## src/common/serdes_pkg.sv

```systemverilog
package serdes_pkg;

    ////////////////////////////////////////////////////////////
    // Word geometry
    ////////////////////////////////////////////////////////////

    localparam int WORD_W = 8;      // Serial bits per word
    localparam int SLOT_W = 3;      // Bit-slot index width

    typedef logic [WORD_W-1:0] word_t;

    ////////////////////////////////////////////////////////////
    // Frame layouts on the data lane
    ////////////////////////////////////////////////////////////

    // Outgoing word, bit 0 leaves first
    typedef struct packed {
        logic [2:0] pad;            // Always zero
        logic [3:0] dat;            // Local SD data pins
        logic       cmd;            // Local command line
    } tx_frame_t;

    // Incoming word as seen by the far side's pin mapping
    typedef struct packed {
        logic       pad;
        logic [3:0] dat;            // Drives sd_dat_o
        logic       dat_t;          // Data-bus direction
        logic       cmd_t;          // Command-line direction
        logic       cmd;            // Command level
    } rx_frame_t;

    ////////////////////////////////////////////////////////////
    // Link training
    ////////////////////////////////////////////////////////////

    typedef enum logic [1:0] {
        TRAIN_HUNT   = 2'd0,        // Compare each received word
        TRAIN_SLIP   = 2'd1,        // One-cycle bitslip request
        TRAIN_SETTLE = 2'd2,        // Let the new boundary fill
        TRAIN_LOCKED = 2'd3         // Pattern seen at the boundary
    } train_state_e;

    // Not rotation-symmetric, so exactly one boundary matches
    localparam word_t DEF_TRAIN_PATTERN = 8'hC3;

    localparam int DEF_SLIP_SETTLE_WORDS = 2;

endpackage
```

## src/emmc_serdes_link.sv

```systemverilog
`timescale 1ns/1ns

module emmc_serdes_link import serdes_pkg::*; #(
    parameter word_t TRAIN_PATTERN     = DEF_TRAIN_PATTERN,
    parameter int    SLIP_SETTLE_WORDS = DEF_SLIP_SETTLE_WORDS
) (
    input  logic       txclk_div,
    input  logic       rst,             // Synchronous, active low

    // Serial lanes
    input  logic       train_serial_i,
    input  logic       data_serial_i,
    output logic       train_serial_o,  // Echo of the received training word
    output logic       data_serial_o,

    // SD pins
    input  logic       cmd_i,
    input  logic [3:0] sd_dat_i,
    output logic       cmd_o,
    output logic       cmd_t,
    output logic [3:0] sd_dat_o,
    output logic       sd_dat_t,

    output logic       locked_o
);

    logic      tx_word_start;           // Transmit slot 0
    logic      rx_word_done;            // Receive last slot
    logic      bitslip;                 // Moves the receive boundary
    word_t     train_rx_word;           // Training word, to FSM and echo
    tx_frame_t tx_frame;
    rx_frame_t rx_frame;

    ////////////////////////////////////////////////////////////
    // Word timing
    ////////////////////////////////////////////////////////////

    word_timer #(.HAS_SLIP(1'b0)) tx_timer_inst (   // Fixed transmit boundary
        .txclk_div    (txclk_div),
        .rst          (rst),
        .slip_i       (bitslip),
        .word_start_o (tx_word_start),
        .word_done_o  ()
    );

    word_timer #(.HAS_SLIP(1'b1)) rx_timer_inst (
        .txclk_div    (txclk_div),
        .rst          (rst),
        .slip_i       (bitslip),
        .word_start_o (),
        .word_done_o  (rx_word_done)
    );

    link_train_fsm #(
        .TRAIN_PATTERN     (TRAIN_PATTERN),
        .SLIP_SETTLE_WORDS (SLIP_SETTLE_WORDS)
    ) train_fsm_inst (
        .txclk_div    (txclk_div),
        .rst          (rst),
        .word_done_i  (rx_word_done),
        .train_word_i (train_rx_word),
        .bitslip_o    (bitslip),
        .locked_o     (locked_o)
    );

    ////////////////////////////////////////////////////////////
    // Lanes
    ////////////////////////////////////////////////////////////

    lane_deserializer train_deser_inst (
        .txclk_div   (txclk_div),
        .rst         (rst),
        .serial_i    (train_serial_i),
        .word_done_i (rx_word_done),
        .word_o      (train_rx_word)
    );

    lane_serializer train_ser_inst (    // Sends back what was received
        .txclk_div    (txclk_div),
        .rst          (rst),
        .word_start_i (tx_word_start),
        .word_i       (train_rx_word),
        .serial_o     (train_serial_o)
    );

    lane_deserializer data_deser_inst (
        .txclk_div   (txclk_div),
        .rst         (rst),
        .serial_i    (data_serial_i),
        .word_done_i (rx_word_done),
        .word_o      (rx_frame)
    );

    lane_serializer data_ser_inst (
        .txclk_div    (txclk_div),
        .rst          (rst),
        .word_start_i (tx_word_start),
        .word_i       (tx_frame),
        .serial_o     (data_serial_o)
    );

    // Pin registers on both directions
    sd_port_regs sd_regs_inst (
        .txclk_div  (txclk_div),
        .rst        (rst),
        .cmd_i      (cmd_i),
        .sd_dat_i   (sd_dat_i),
        .tx_frame_o (tx_frame),
        .rx_frame_i (rx_frame),
        .cmd_o      (cmd_o),
        .cmd_t      (cmd_t),
        .sd_dat_o   (sd_dat_o),
        .sd_dat_t   (sd_dat_t)
    );

endmodule

```

## src/sd_port_regs.sv

```systemverilog
`timescale 1ns/1ns

module sd_port_regs import serdes_pkg::*; (
    input  logic       txclk_div,
    input  logic       rst,

    // Local SD side, toward the link
    input  logic       cmd_i,
    input  logic [3:0] sd_dat_i,
    output tx_frame_t  tx_frame_o,      // To the data-lane serializer

    // Far side, from the link
    input  rx_frame_t  rx_frame_i,      // From the data-lane deserializer
    output logic       cmd_o,
    output logic       cmd_t,
    output logic [3:0] sd_dat_o,
    output logic       sd_dat_t
);

    ////////////////////////////////////////////////////////////
    // Transmit frame packing
    ////////////////////////////////////////////////////////////

    always_ff @(posedge txclk_div) begin
        if (!rst) begin
            tx_frame_o <= '0;
        end else begin
            tx_frame_o.pad <= '0;       // Upper bits unused
            tx_frame_o.dat <= sd_dat_i;
            tx_frame_o.cmd <= cmd_i;
        end
    end

    ////////////////////////////////////////////////////////////
    // Receive frame unpacking onto the pins
    ////////////////////////////////////////////////////////////

    // Sampled every cycle, the frame only changes at word boundaries
    always_ff @(posedge txclk_div) begin
        if (!rst) begin
            cmd_o    <= 1'b0;
            cmd_t    <= 1'b0;
            sd_dat_t <= 1'b0;
            sd_dat_o <= '0;
        end else begin
            cmd_o    <= rx_frame_i.cmd;
            cmd_t    <= rx_frame_i.cmd_t;
            sd_dat_t <= rx_frame_i.dat_t;
            sd_dat_o <= rx_frame_i.dat;     // Pad bit not driven out
        end
    end

endmodule

```

## src/lane/lane_deserializer.sv

```systemverilog
`timescale 1ns/1ns

module lane_deserializer import serdes_pkg::*; (
    input  logic  txclk_div,
    input  logic  rst,
    input  logic  serial_i,             // Incoming lane, LSB first
    input  logic  word_done_i,          // Last slot of the receive word
    output word_t word_o                // Captured word
);

    word_t shift_q;                     // Running window of the last bits
    word_t next_word;                   // Window including this cycle's bit

    // Newest bit lands at the top, so the first bit of a
    // word ends up in bit 0 after WORD_W shifts
    assign next_word = {serial_i, shift_q[WORD_W-1:1]};

    always_ff @(posedge txclk_div) begin
        shift_q <= next_word;
    end

    ////////////////////////////////////////////////////////////
    // Word capture at the receive boundary
    ////////////////////////////////////////////////////////////

    always_ff @(posedge txclk_div) begin
        if (!rst) begin
            word_o <= '1;               // Idle line reads all ones
        end else if (word_done_i) begin
            word_o <= next_word;
        end
    end

endmodule

```

## src/lane/lane_serializer.sv

```systemverilog
`timescale 1ns/1ns

module lane_serializer import serdes_pkg::*; (
    input  logic  txclk_div,
    input  logic  rst,
    input  logic  word_start_i,         // Slot 0 of the transmit word
    input  word_t word_i,               // Parallel word to send
    output logic  serial_o              // One bit per cycle, LSB first
);

    word_t shift_q;                     // Bits still waiting to leave

    ////////////////////////////////////////////////////////////
    // Load and shift
    ////////////////////////////////////////////////////////////

    // Bit 0 goes straight to the output register on load,
    // the rest march down behind it
    always_ff @(posedge txclk_div) begin
        if (word_start_i) begin
            shift_q <= {1'b1, word_i[WORD_W-1:1]};
        end else begin
            shift_q <= {1'b1, shift_q[WORD_W-1:1]};   // Fill with idle level
        end
    end

    // Output flop, idle high out of reset
    always_ff @(posedge txclk_div) begin
        if (!rst) begin
            serial_o <= 1'b1;
        end else if (word_start_i) begin
            serial_o <= word_i[0];      // Slot 0 bit, one cycle later
        end else begin
            serial_o <= shift_q[0];
        end
    end

endmodule

```

## src/link_train_fsm.sv

```systemverilog
`timescale 1ns/1ns

module link_train_fsm import serdes_pkg::*; #(
    parameter word_t TRAIN_PATTERN     = DEF_TRAIN_PATTERN,
    parameter int    SLIP_SETTLE_WORDS = DEF_SLIP_SETTLE_WORDS   // 1 to 7
) (
    input  logic  txclk_div,
    input  logic  rst,
    input  logic  word_done_i,          // Receive boundary strobe
    input  word_t train_word_i,         // Deserialized training word
    output logic  bitslip_o,            // One-cycle slip pulse
    output logic  locked_o              // Level, high while aligned
);

    localparam int CNT_W = $clog2(SLIP_SETTLE_WORDS + 1);
    localparam logic [CNT_W-1:0] SETTLE_LAST = CNT_W'(SLIP_SETTLE_WORDS - 1);

    train_state_e     state_q;
    train_state_e     state_d;
    logic [CNT_W-1:0] settle_q;         // Words seen since the slip
    logic             done_q;           // Word register valid this cycle
    logic             match;

    assign match = (train_word_i == TRAIN_PATTERN);

    ////////////////////////////////////////////////////////////
    // Next-state logic
    ////////////////////////////////////////////////////////////

    always_comb begin
        state_d = state_q;
        case (state_q)
            TRAIN_HUNT, TRAIN_LOCKED: begin
                // Deserializer output is fresh one cycle after the boundary
                if (done_q) begin
                    state_d = match ? TRAIN_LOCKED : TRAIN_SLIP;
                end
            end
            TRAIN_SLIP: begin
                state_d = TRAIN_SETTLE;     // Pulse lasts exactly one cycle
            end
            TRAIN_SETTLE: begin
                if (word_done_i && (settle_q == SETTLE_LAST)) begin
                    state_d = TRAIN_HUNT;
                end
            end
            default: begin
                state_d = TRAIN_HUNT;
            end
        endcase
    end

    ////////////////////////////////////////////////////////////
    // State and counters
    ////////////////////////////////////////////////////////////

    always_ff @(posedge txclk_div) begin
        if (!rst) begin
            state_q  <= TRAIN_HUNT;
            settle_q <= '0;
            done_q   <= 1'b0;
        end else begin
            state_q <= state_d;
            done_q  <= word_done_i;
            if (state_q == TRAIN_SLIP) begin
                settle_q <= '0;                 // Restart the wait
            end else if ((state_q == TRAIN_SETTLE) && word_done_i) begin
                settle_q <= settle_q + 1'b1;
            end
        end
    end

    // Outputs decode from the state register
    assign bitslip_o = (state_q == TRAIN_SLIP);
    assign locked_o  = (state_q == TRAIN_LOCKED);

endmodule

```

## src/word_timer.sv

```systemverilog
`timescale 1ns/1ns

module word_timer import serdes_pkg::*; #(
    parameter bit HAS_SLIP = 1'b1       // Transmit side runs without slip
) (
    input  logic txclk_div,
    input  logic rst,
    input  logic slip_i,                // Repeat the current slot once
    output logic word_start_o,          // Slot 0
    output logic word_done_o            // Slot WORD_W-1
);

    localparam logic [SLOT_W-1:0] LAST_SLOT = SLOT_W'(WORD_W - 1);

    logic [SLOT_W-1:0] slot_q;          // Current bit slot
    logic              hold;            // Freeze the count this cycle

    // Slip request only matters on the receive timer
    assign hold = HAS_SLIP ? slip_i : 1'b0;

    always_ff @(posedge txclk_div) begin
        if (!rst) begin
            slot_q <= '0;
        end else if (hold) begin
            slot_q <= slot_q;           // Word grows by one bit
        end else if (slot_q == LAST_SLOT) begin
            slot_q <= '0;               // Wrap to next word
        end else begin
            slot_q <= slot_q + 1'b1;
        end
    end

    // Boundary flags decode straight from the count
    assign word_start_o = (slot_q == '0);
    assign word_done_o  = (slot_q == LAST_SLOT);

endmodule

```

## config.mk

```make
export PLATFORM = sky130hd
export DESIGN_NAME = emmc_serdes_link
export DESIGN_NICKNAME = d
export VERILOG_FILES = /design/src/common/serdes_pkg.sv /design/src/emmc_serdes_link.sv /design/src/sd_port_regs.sv /design/src/lane/lane_deserializer.sv /design/src/lane/lane_serializer.sv /design/src/link_train_fsm.sv /design/src/word_timer.sv
export SDC_FILE = /design/constraint.sdc
export NUM_CORES = 1
export LEC_CHECK = 0
export ABC_AREA = 1
export BUFFER_PORTS_ARGS = -buffer_cell sky130_fd_sc_hd__buf_2
export CAP_MARGIN = 30
export CORE_UTILIZATION = 45
export CTS_CLUSTER_DIAMETER = 200
export DETAILED_ROUTE_END_ITERATION = 8
export GPL_TIMING_DRIVEN = 0
export PLACE_DENSITY = 0.63
export SKIP_LAST_GASP = 1
export SLEW_MARGIN = 5
export SYNTH_ARGS = -nofsm -noshare
export SYNTH_HDL_FRONTEND = slang
export SYNTH_SLANG_ARGS = --single-unit
```

## constraint.sdc

```tcl
create_clock -name txclk_div -period 1.15 [get_ports txclk_div]
set_input_delay 0.23 -clock txclk_div [delete_from_list [all_inputs] [get_ports txclk_div]]
set_output_delay 0.23 -clock txclk_div [all_outputs]
set_load 0.02 [all_outputs]
```

==> insert_results.sql, run 1 <==
INSERT INTO impl_metrics (metric_group, metric, value, unit) VALUES
('min_path', 'min_from', 'sd_dat_i[0]', ''),
('routing', 'wl_met3', '163', 'um'),
('clocking', 'clockBufferDepth', '2', ''),
('die', 'placeable_core_region', '4755', 'sq um'),
('clocking', 'htree_levels', '3', ''),
('clocking', 'cts_tree', 'yes', ''),
('run_status', 'status', 'complete, but fails checks', ''),
('clocking', 'worstSkewPairLatency', '0.34', 'ns'),
('routing', 'via_count', '1560', ''),
('routing', 'wl_met1', '1782', 'um'),
('sta', 'grt_setup_unrepaired', 'yes', ''),
('run_status', 'failed_checks', 'negative setup slack', ''),
('cells_and_area', 'highest_count_cells_in_the_layout_ignoring_fill_and_taps', '66 x sky130_fd_sc_hd__nand2_1, 62 x sky130_fd_sc_hd__dfxtp_1, 28 x sky130_fd_sc_hd__inv_1, 18 x sky130_fd_sc_hd__buf_2', ''),
('pwr', 'vdd.ir_drop.worst', '0.8995', 'mV'),
('routing', 'detail_route.wl_per_cell', '10.28', 'um'),
('placement', 'detailedPlacementHpwl', '2205', 'um'),
('sta', 'post-route-period-util', '1.041', ''),
('cells_and_area', 'final_design_area_no_fill', '2810', 'sq um'),
('sta', 'worstMarginPinSlew', '0.2126', 'ns'),
('sta', 'timing.final.hold_violations', '0', ''),
('sta', 'finalWorstSetupSlack', '-0.04766', 'ns'),
('yosys', 'synth_fp_nets', '263', ''),
('worst_setup_path', 'critical_path.startpoint', 'train_fsm_inst.state_q[1]$_SDFFE_PN0P_', ''),
('sta', 'whs', '0.07183', 'ns'),
('routing', 'top_layer', 'met4', ''),
('routing', 'detail_route.wirelength', '3648', 'um'),
('worst_setup_path', 'cp_cell_sequence', 'ha_4, buf_6', ''),
('routing', 'drt-pass1-iter-count', '4', ''),
('min_path', 'holdCritPathClass', 'input pin to flop', ''),
('die', 'die_w', '72.63', 'um'),
('clocking', 'cell_at_the_root_of_the_clock_tree', 'sky130_fd_sc_hd__clkbuf_8', ''),
('placement', 'dp_worst_setup_slack', '-0.1123', 'ns'),
('grt', 'grt_start_max_net_pins', '12', ''),
('placement', 'post_dp_cell_area', '2451', 'sq um'),
('cells_and_area', 'post_route_cells_drive_above_1_share', '0.2986', ''),
('pwr', 'total_leakage_power', '1.414', 'nW'),
('clocking', 'cts_inserted_buffers', '9', ''),
('sta', 'clock-skew-final', '0.006277', 'ns'),
('yosys', 'synth_area', '2245', 'sq um'),
('routing', 'drt_iter0_markers', '80', ''),
('grt', 'grt_antenna_before_repair', '0', ''),
('sta', 'achievable-frequency', '835.0', 'MHz'),
('grt', 'global_route_wire_length_before_repair', '5940', 'um'),
('clocking', 'cts.clk_slew.worst_paths', '0.07', 'ns'),
('worst_setup_path', 'signal_arrival_time_at_the_worst_endpoint', '0.97', 'ns'),
('sta', 'setup-tns-final', '-0.08193', 'ns'),
('worst_setup_path', 'timing.critical_path.to_type', 'output port', ''),
('grt', 'number_of_global_route_vias_before_repair', '1411', ''),
('worst_setup_path', 'crit_type', 'flop to output port', ''),
('worst_setup_path', 'worst_path_largest_cell_delay', '0.36', 'ns'),
('die', 'effective_utilization_at_floorplan', '0.4721', ''),
('sta', 'relative_slew_slack', '0.8581', ''),
('sta', 'final_max_slew_viol_count', '0', ''),
('placement', 'portBuffers', '18', ''),
('worst_setup_path', 'timing.critical_path.required', '0.92', 'ns'),
('cells_and_area', 'nNetsFinal', '302', ''),
('routing', 'drt-vias-per-instance', '4.394', ''),
('grt', 'global_route.usage.total', '0.1557', ''),
('yosys', 'synth_cells', '245', ''),
('sta', 'report.final.setup_viol', '2', ''),
('clocking', 'clock-sinks', '68', ''),
('pwr', 'design_power_total', '0.004734', 'W'),
('placement', 'gpl.final_weighted_congestion', '0.7320', ''),
('routing', 'postRouteAntennaNets', '0', ''),
('yosys', 'number_of_warning_messages_in_the_yosys_log', '0', ''),
('routing', 'route.met2.wl', '1660', 'um'),
('cells_and_area', 'antennaDiodeCount', '0', ''),
('die', 'placement_rows', '25', ''),
('die', 'floorplan.die_area', '5274', 'sq um'),
('yosys', 'synthDistinctLibCells', '20', ''),
('yosys', 'syn_avg_cell_area', '9.162', 'sq um');
[logic make-up after synthesis]
family,Yosys count,share of synthesized area
buffers and inverters,44,0.09030
XOR/XNOR,1,0.003903
AO/OA/AOI/OAI,24,0.06354
adder cells (fa/ha/maj),9,0.05017
flip-flops,68,0.6065
AND/OR/NAND/NOR,99,0.1856
[worst paths after layout]
check	cells past startpoint	to	slack, ns
worst min register to register	0	train_deser_inst.shift_q[1]$_DFF_P_	0.34
worst max-delay path	2	locked_o	-0.05
worst max register to register	6	train_fsm_inst.state_q[1]$_SDFFE_PN0P_	-0.03
worst min-delay path	3	sd_regs_inst.tx_frame_o[1]$_SDFF_PN0_	0.07
[cells in the mapped netlist]
master,number,area [sq um]
sky130_fd_sc_hd__inv_1,32,120.1
sky130_fd_sc_hd__nor2_1,14,52.55
sky130_fd_sc_hd__nor2_4,1,11.26
sky130_fd_sc_hd__a211oi_2,2,25.02
sky130_fd_sc_hd__nand2_1,66,247.7
sky130_fd_sc_hd__o21ai_2,2,17.52
sky130_fd_sc_hd__or2_1,1,6.260
sky130_fd_sc_hd__xor2_1,1,8.760
sky130_fd_sc_hd__dfxtp_1,68,1361
sky130_fd_sc_hd__nand2_4,2,22.52
sky130_fd_sc_hd__buf_2,1,5.000
sky130_fd_sc_hd__inv_4,1,6.260
sky130_fd_sc_hd__nand3_1,14,70.07
sky130_fd_sc_hd__buf_4,5,37.54
sky130_fd_sc_hd__nand2_2,1,6.260
sky130_fd_sc_hd__o21ai_0,11,55.05
sky130_fd_sc_hd__a21oi_1,9,45.04
sky130_fd_sc_hd__buf_6,2,22.52
sky130_fd_sc_hd__inv_2,3,11.26
sky130_fd_sc_hd__ha_1,9,112.6
[worst max-delay path: cells and delay by family (launching register included)]
kind	cells	cell delay, ns
buffers and inverters	1	0.12
adders and majority gates	1	0.15
DFF	1	0.36
[repair_timing]
action,CTS,global route
hold endpoints to repair,1,1
setup endpoints to repair,23,33
hold buffers,1,1
gates cloned,1,1
buffers inserted,4,3
resized for setup,14,19
pin swaps,0,5
[stage by stage]
step                      cells  utilization
after floorplan             245            -
after global placement      330       0.5155
after detailed placement    330       0.5155
after CTS                   350       0.5629
after global routing        355       0.5911
final                       355       0.5911
[report_power, final]
part	total, W	switching (W)	internal, W	leakage [nW]
Sequential	0.00260	0.0000703	0.00253	0.566
Combinational	0.000535	0.000285	0.000250	0.769
Clock	0.00160	0.000838	0.000757	0.0779
Total	0.00473	0.00119	0.00354	1.41
[final cells by class]
class | instances | area, sq um
buffer | 7 | 63.81
tap | 67 | 83.83
clock buffer | 10 | 127.6
inverter | 36 | 140.1
fill | 448 | 1944
sequential | 68 | 1374
timing repair buffer | 29 | 198.9
multi-input combinational | 133 | 792.0
clock inverter | 5 | 30.03
[state kept, by name, summed over array words and instances (netlist names)]
name and count:
train_fsm_inst.done_q 1, sd_regs_inst.sd_dat_t 1, train_ser_inst.shift_q 7, train_ser_inst.serial_o 1, rx_timer_inst.slot_q 3, sd_regs_inst.cmd_o 1
train_deser_inst.word_o 8, train_fsm_inst.state_q 2, data_ser_inst.shift_q 7, tx_timer_inst.slot_q 3, data_deser_inst.shift_q 7, sd_regs_inst.tx_frame_o 5
data_ser_inst.serial_o 1, data_deser_inst.word_o 7, train_deser_inst.shift_q 7, sd_regs_inst.cmd_t 1, sd_regs_inst.sd_dat_o 4, train_fsm_inst.settle_q 2
[per-layer routing]
| metal | GRT usage | vias up |
|---|---|---|
| li1 | - | 829 |
| met5 | 0 | - |
| met4 | 0.08497 | 0 |
| met1 | 0.1771 | 701 |
| met2 | 0.2378 | 26 |
| met3 | 0.07873 | 4 |
Note: power is estimated with default switching activity, not from simulation.
==> inputs of run 2 (changes only) <==
- SETUP_SLACK_MARGIN: default -> 0.5
==> run 2 against run 1 <==
Routed wire length grew 2.4%. Final cell count grew 1.1%. The run still ends with negative setup slack left. Utilization grew 6.7 points. Critical path type is now flop to flop. Critical path depth grew 6.
==> insert_results.sql, run 2 (synthesis results as in run 1) <==
INSERT INTO impl_metrics (metric_group, metric, value, unit) VALUES
('cells_and_area', 'filler_cell_count', '387', ''),
('worst_setup_path', 'crit_type', 'flop to flop', ''),
('cells_and_area', 'highest_count_cells_in_the_layout_ignoring_fill_and_taps', '53 x sky130_fd_sc_hd__dfxtp_1, 52 x sky130_fd_sc_hd__nand2_1, 27 x sky130_fd_sc_hd__inv_1, 15 x sky130_fd_sc_hd__nand2_2, 15 x sky130_fd_sc_hd__buf_6', ''),
('worst_setup_path', 'critPathSlowestCell', 'sky130_fd_sc_hd__dfxtp_2', ''),
('sta', 'post-route-period-util', '1.069', ''),
('sta', 'setup-tns-final', '-1.096', 'ns'),
('sta', 'whs', '0.02353', 'ns'),
('worst_setup_path', 'worst_path_largest_cell_delay', '0.37', 'ns'),
('sta', 'worstMarginPinSlew', '0.2512', 'ns'),
('placement', 'portBuffers', '18', ''),
('routing', 'drt_iter0_markers', '63', ''),
('worst_setup_path', 'worstPathBufferInverterCount', '1', ''),
('sta', 'report.final.setup_viol', '22', ''),
('routing', 'drt-vias-per-instance', '4.407', ''),
('worst_setup_path', 'critical_path.startpoint', 'rx_timer_inst.slot_q[1]$_SDFFE_PN0N_', ''),
('min_path', 'holdCritPathClass', 'input pin to flop', ''),
('worst_setup_path', 'cp_cell_sequence', 'ha_4, ha_4, buf_12, nand2_4, nand2_4, nand3_2, a21oi_2, nor2_1', ''),
('min_path', 'whs_endpoint', 'train_deser_inst.shift_q[7]$_DFF_P_', ''),
('die', 'die_h', '72.63', 'um'),
('cells_and_area', 'largest_register_ffs', '8', ''),
('worst_setup_path', 'critical_path.reg2reg.startpoint', 'rx_timer_inst.slot_q[1]$_SDFFE_PN0N_', ''),
('worst_setup_path', 'path_max_fanout', '8', ''),
('die', 'placeable_core_region', '4755', 'sq um'),
('pwr', 'powerDensity', '1705', 'nW/um^2'),
('grt', 'grt_antenna_before_repair', '0', ''),
('cells_and_area', 'layout-area-overhead-vs-synth', '39.46', '%'),
('worst_setup_path', 'timing.critical_path.to_type', 'flop', ''),
('worst_setup_path', 'regToRegEndpoint', 'train_fsm_inst.state_q[1]$_SDFFE_PN0P_', ''),
('die', 'placement_rows', '25', ''),
('grt', 'grt_overflow_total', '0', ''),
('placement', 'detailedPlacementHpwl', '2252', 'um'),
('routing', 'drt-pass1-iter-count', '4', ''),
('die', 'floorplan.die_area', '5274', 'sq um'),
('grt', 'global_route.usage.total', '0.1619', ''),
('cells_and_area', 'nNetsFinal', '305', ''),
('worst_setup_path', 'r2r_setup_slack', '-0.08', 'ns'),
('sta', 'timing.final.hold_violations', '0', ''),
('sta', 'grt_setup_unrepaired', 'yes', ''),
('grt', 'global_route_wire_length_before_repair', '6258', 'um'),
('die', 'effective_utilization_at_floorplan', '0.4721', ''),
('clocking', 'cts_tree', 'yes', ''),
('die', 'num_io_pins', '19', ''),
('cells_and_area', 'largest_register', 'train_deser_inst.word_o', ''),
('sta', 'finalWorstSetupSlack', '-0.07911', 'ns'),
('min_path', 'timing.hold.worst_path_depth', '1', ''),
('worst_setup_path', 'cpLargestDelayFamily', 'flip-flops', ''),
('cells_and_area', 'most_common_cell_after_layout_fill_and_taps_aside', 'sky130_fd_sc_hd__dfxtp_1', ''),
('cells_and_area', 'antennaDiodeCount', '0', ''),
('run_status', 'status', 'complete, but fails checks', ''),
('sta', 'achievable-frequency', '813.6', 'MHz'),
('cells_and_area', 'post_route_cells_drive_above_1_share', '0.4212', ''),
('sta', 'relative_slew_slack', '0.8323', ''),
('clocking', 'cts.clk_slew.worst_paths', '0.07', 'ns'),
('clocking', 'clockBufferDepth', '2', ''),
('worst_setup_path', 'timing.critical_path.required', '1.37', 'ns'),
('routing', 'postRouteAntennaNets', '0', ''),
('pwr', 'total_leakage_power', '1.504', 'nW'),
('clocking', 'cell_at_the_root_of_the_clock_tree', 'sky130_fd_sc_hd__clkbuf_8', ''),
('routing', 'detail_route.wl_per_cell', '10.40', 'um'),
('worst_setup_path', 'worstRegToRegCells', '8', ''),
('clocking', 'cts_inserted_buffers', '9', ''),
('sta', 'min_period', '1.229', 'ns'),
('placement', 'gpl.final_weighted_congestion', '0.7081', ''),
('cells_and_area', 'sequential_cell_area', '1388', 'sq um'),
('cells_and_area', 'final_design_area_no_fill', '3131', 'sq um'),
('sta', 'final_max_slew_viol_count', '0', ''),
('worst_setup_path', 'cp-start-kind', 'flop', ''),
('sta', 'clock-skew-final', '0.009813', 'ns'),
('worst_setup_path', 'signal_arrival_time_at_the_worst_endpoint', '1.45', 'ns'),
('grt', 'grt_start_max_net_pins', '13', ''),
('routing', 'detail_route.wirelength', '3734', 'um'),
('placement', 'post_dp_cell_area', '2564', 'sq um'),
('run_status', 'failed_checks', 'negative setup slack', ''),
('routing', 'drc_errors', '0', ''),
('clocking', 'htree_levels', '3', ''),
('pwr', 'design_power_total', '0.005337', 'W'),
('clocking', 'worstSkewPairLatency', '0.34', 'ns'),
('pwr', 'vdd.ir_drop.worst', '0.9239', 'mV'),
('cells_and_area', 'multi_input_area', '877.1', 'sq um'),
('job', 'cap_violations', '0', ''),
('placement', 'dp_worst_setup_slack', '-0.08865', 'ns'),
('min_path', 'min_from', 'train_serial_i', ''),
('die', 'die_w', '72.63', 'um'),
('grt', 'number_of_global_route_vias_before_repair', '1417', ''),
('clocking', 'clock-sinks', '68', ''),
('routing', 'via_count', '1582', '');
run 2: how the worst max path moves through the flow:
stage | endpoint | slack [ns] | cells after the start
floorplan | train_deser_inst.word_o[4]$_SDFFE_PN1N_ | 0.009 | 6
global placement | rx_timer_inst.slot_q[0]$_SDFFE_PN0N_ | -0.09 | 6
detailed placement | rx_timer_inst.slot_q[0]$_SDFFE_PN0N_ | -0.09 | 6
CTS | train_deser_inst.word_o[6]$_SDFFE_PN1N_ | -0.07 | 6
global route | train_fsm_inst.state_q[1]$_SDFFE_PN0P_ | -0.13 | 9
finish | train_fsm_inst.state_q[1]$_SDFFE_PN0P_ | -0.08 | 8
run 2: final cells by class:
class / count / share of cell area
flip-flops and latches: 68 / 0.4432
multi-input cells: 133 / 0.2802
repair buffers: 31 / 0.1027
clock buffers: 11 / 0.04836
inverters: 36 / 0.04716
plain buffers: 8 / 0.03277
well taps: 67 / 0.02678
clock inverters: 5 / 0.01878
run 2: report_power, final:
part	total, W	switching [W]	internal (W)
combinational	0.000705	0.000335	0.000370
sequential	0.00262	0.0000858	0.00254
clock	0.00201	0.000892	0.00112
total	0.00534	0.00131	0.00402
run 2: what timing repair did:
action,in CTS,in global routing
cloned,2,1
hold endpoints to repair,1,0
setup endpoints to repair,52,52
gates resized for setup,57,14
pin swaps,15,3
hold buffers,1,0
buffers inserted,7,2
run 2: stage by stage:
stage               utilization  instances
global placement         0.5392        330
CTS                      0.6408        356
finish                   0.6584        359
detailed placement       0.5392        330
floorplan                     -        245
global route             0.6584        359
run 2: per-layer routing:
layer,track usage,vias up,share of wire
met5,0,-,0
met4,0.1242,0,0.028
met3,0.04282,10,0.030
met2,0.2471,24,0.46
met1,0.1948,716,0.49
li1,-,832,-
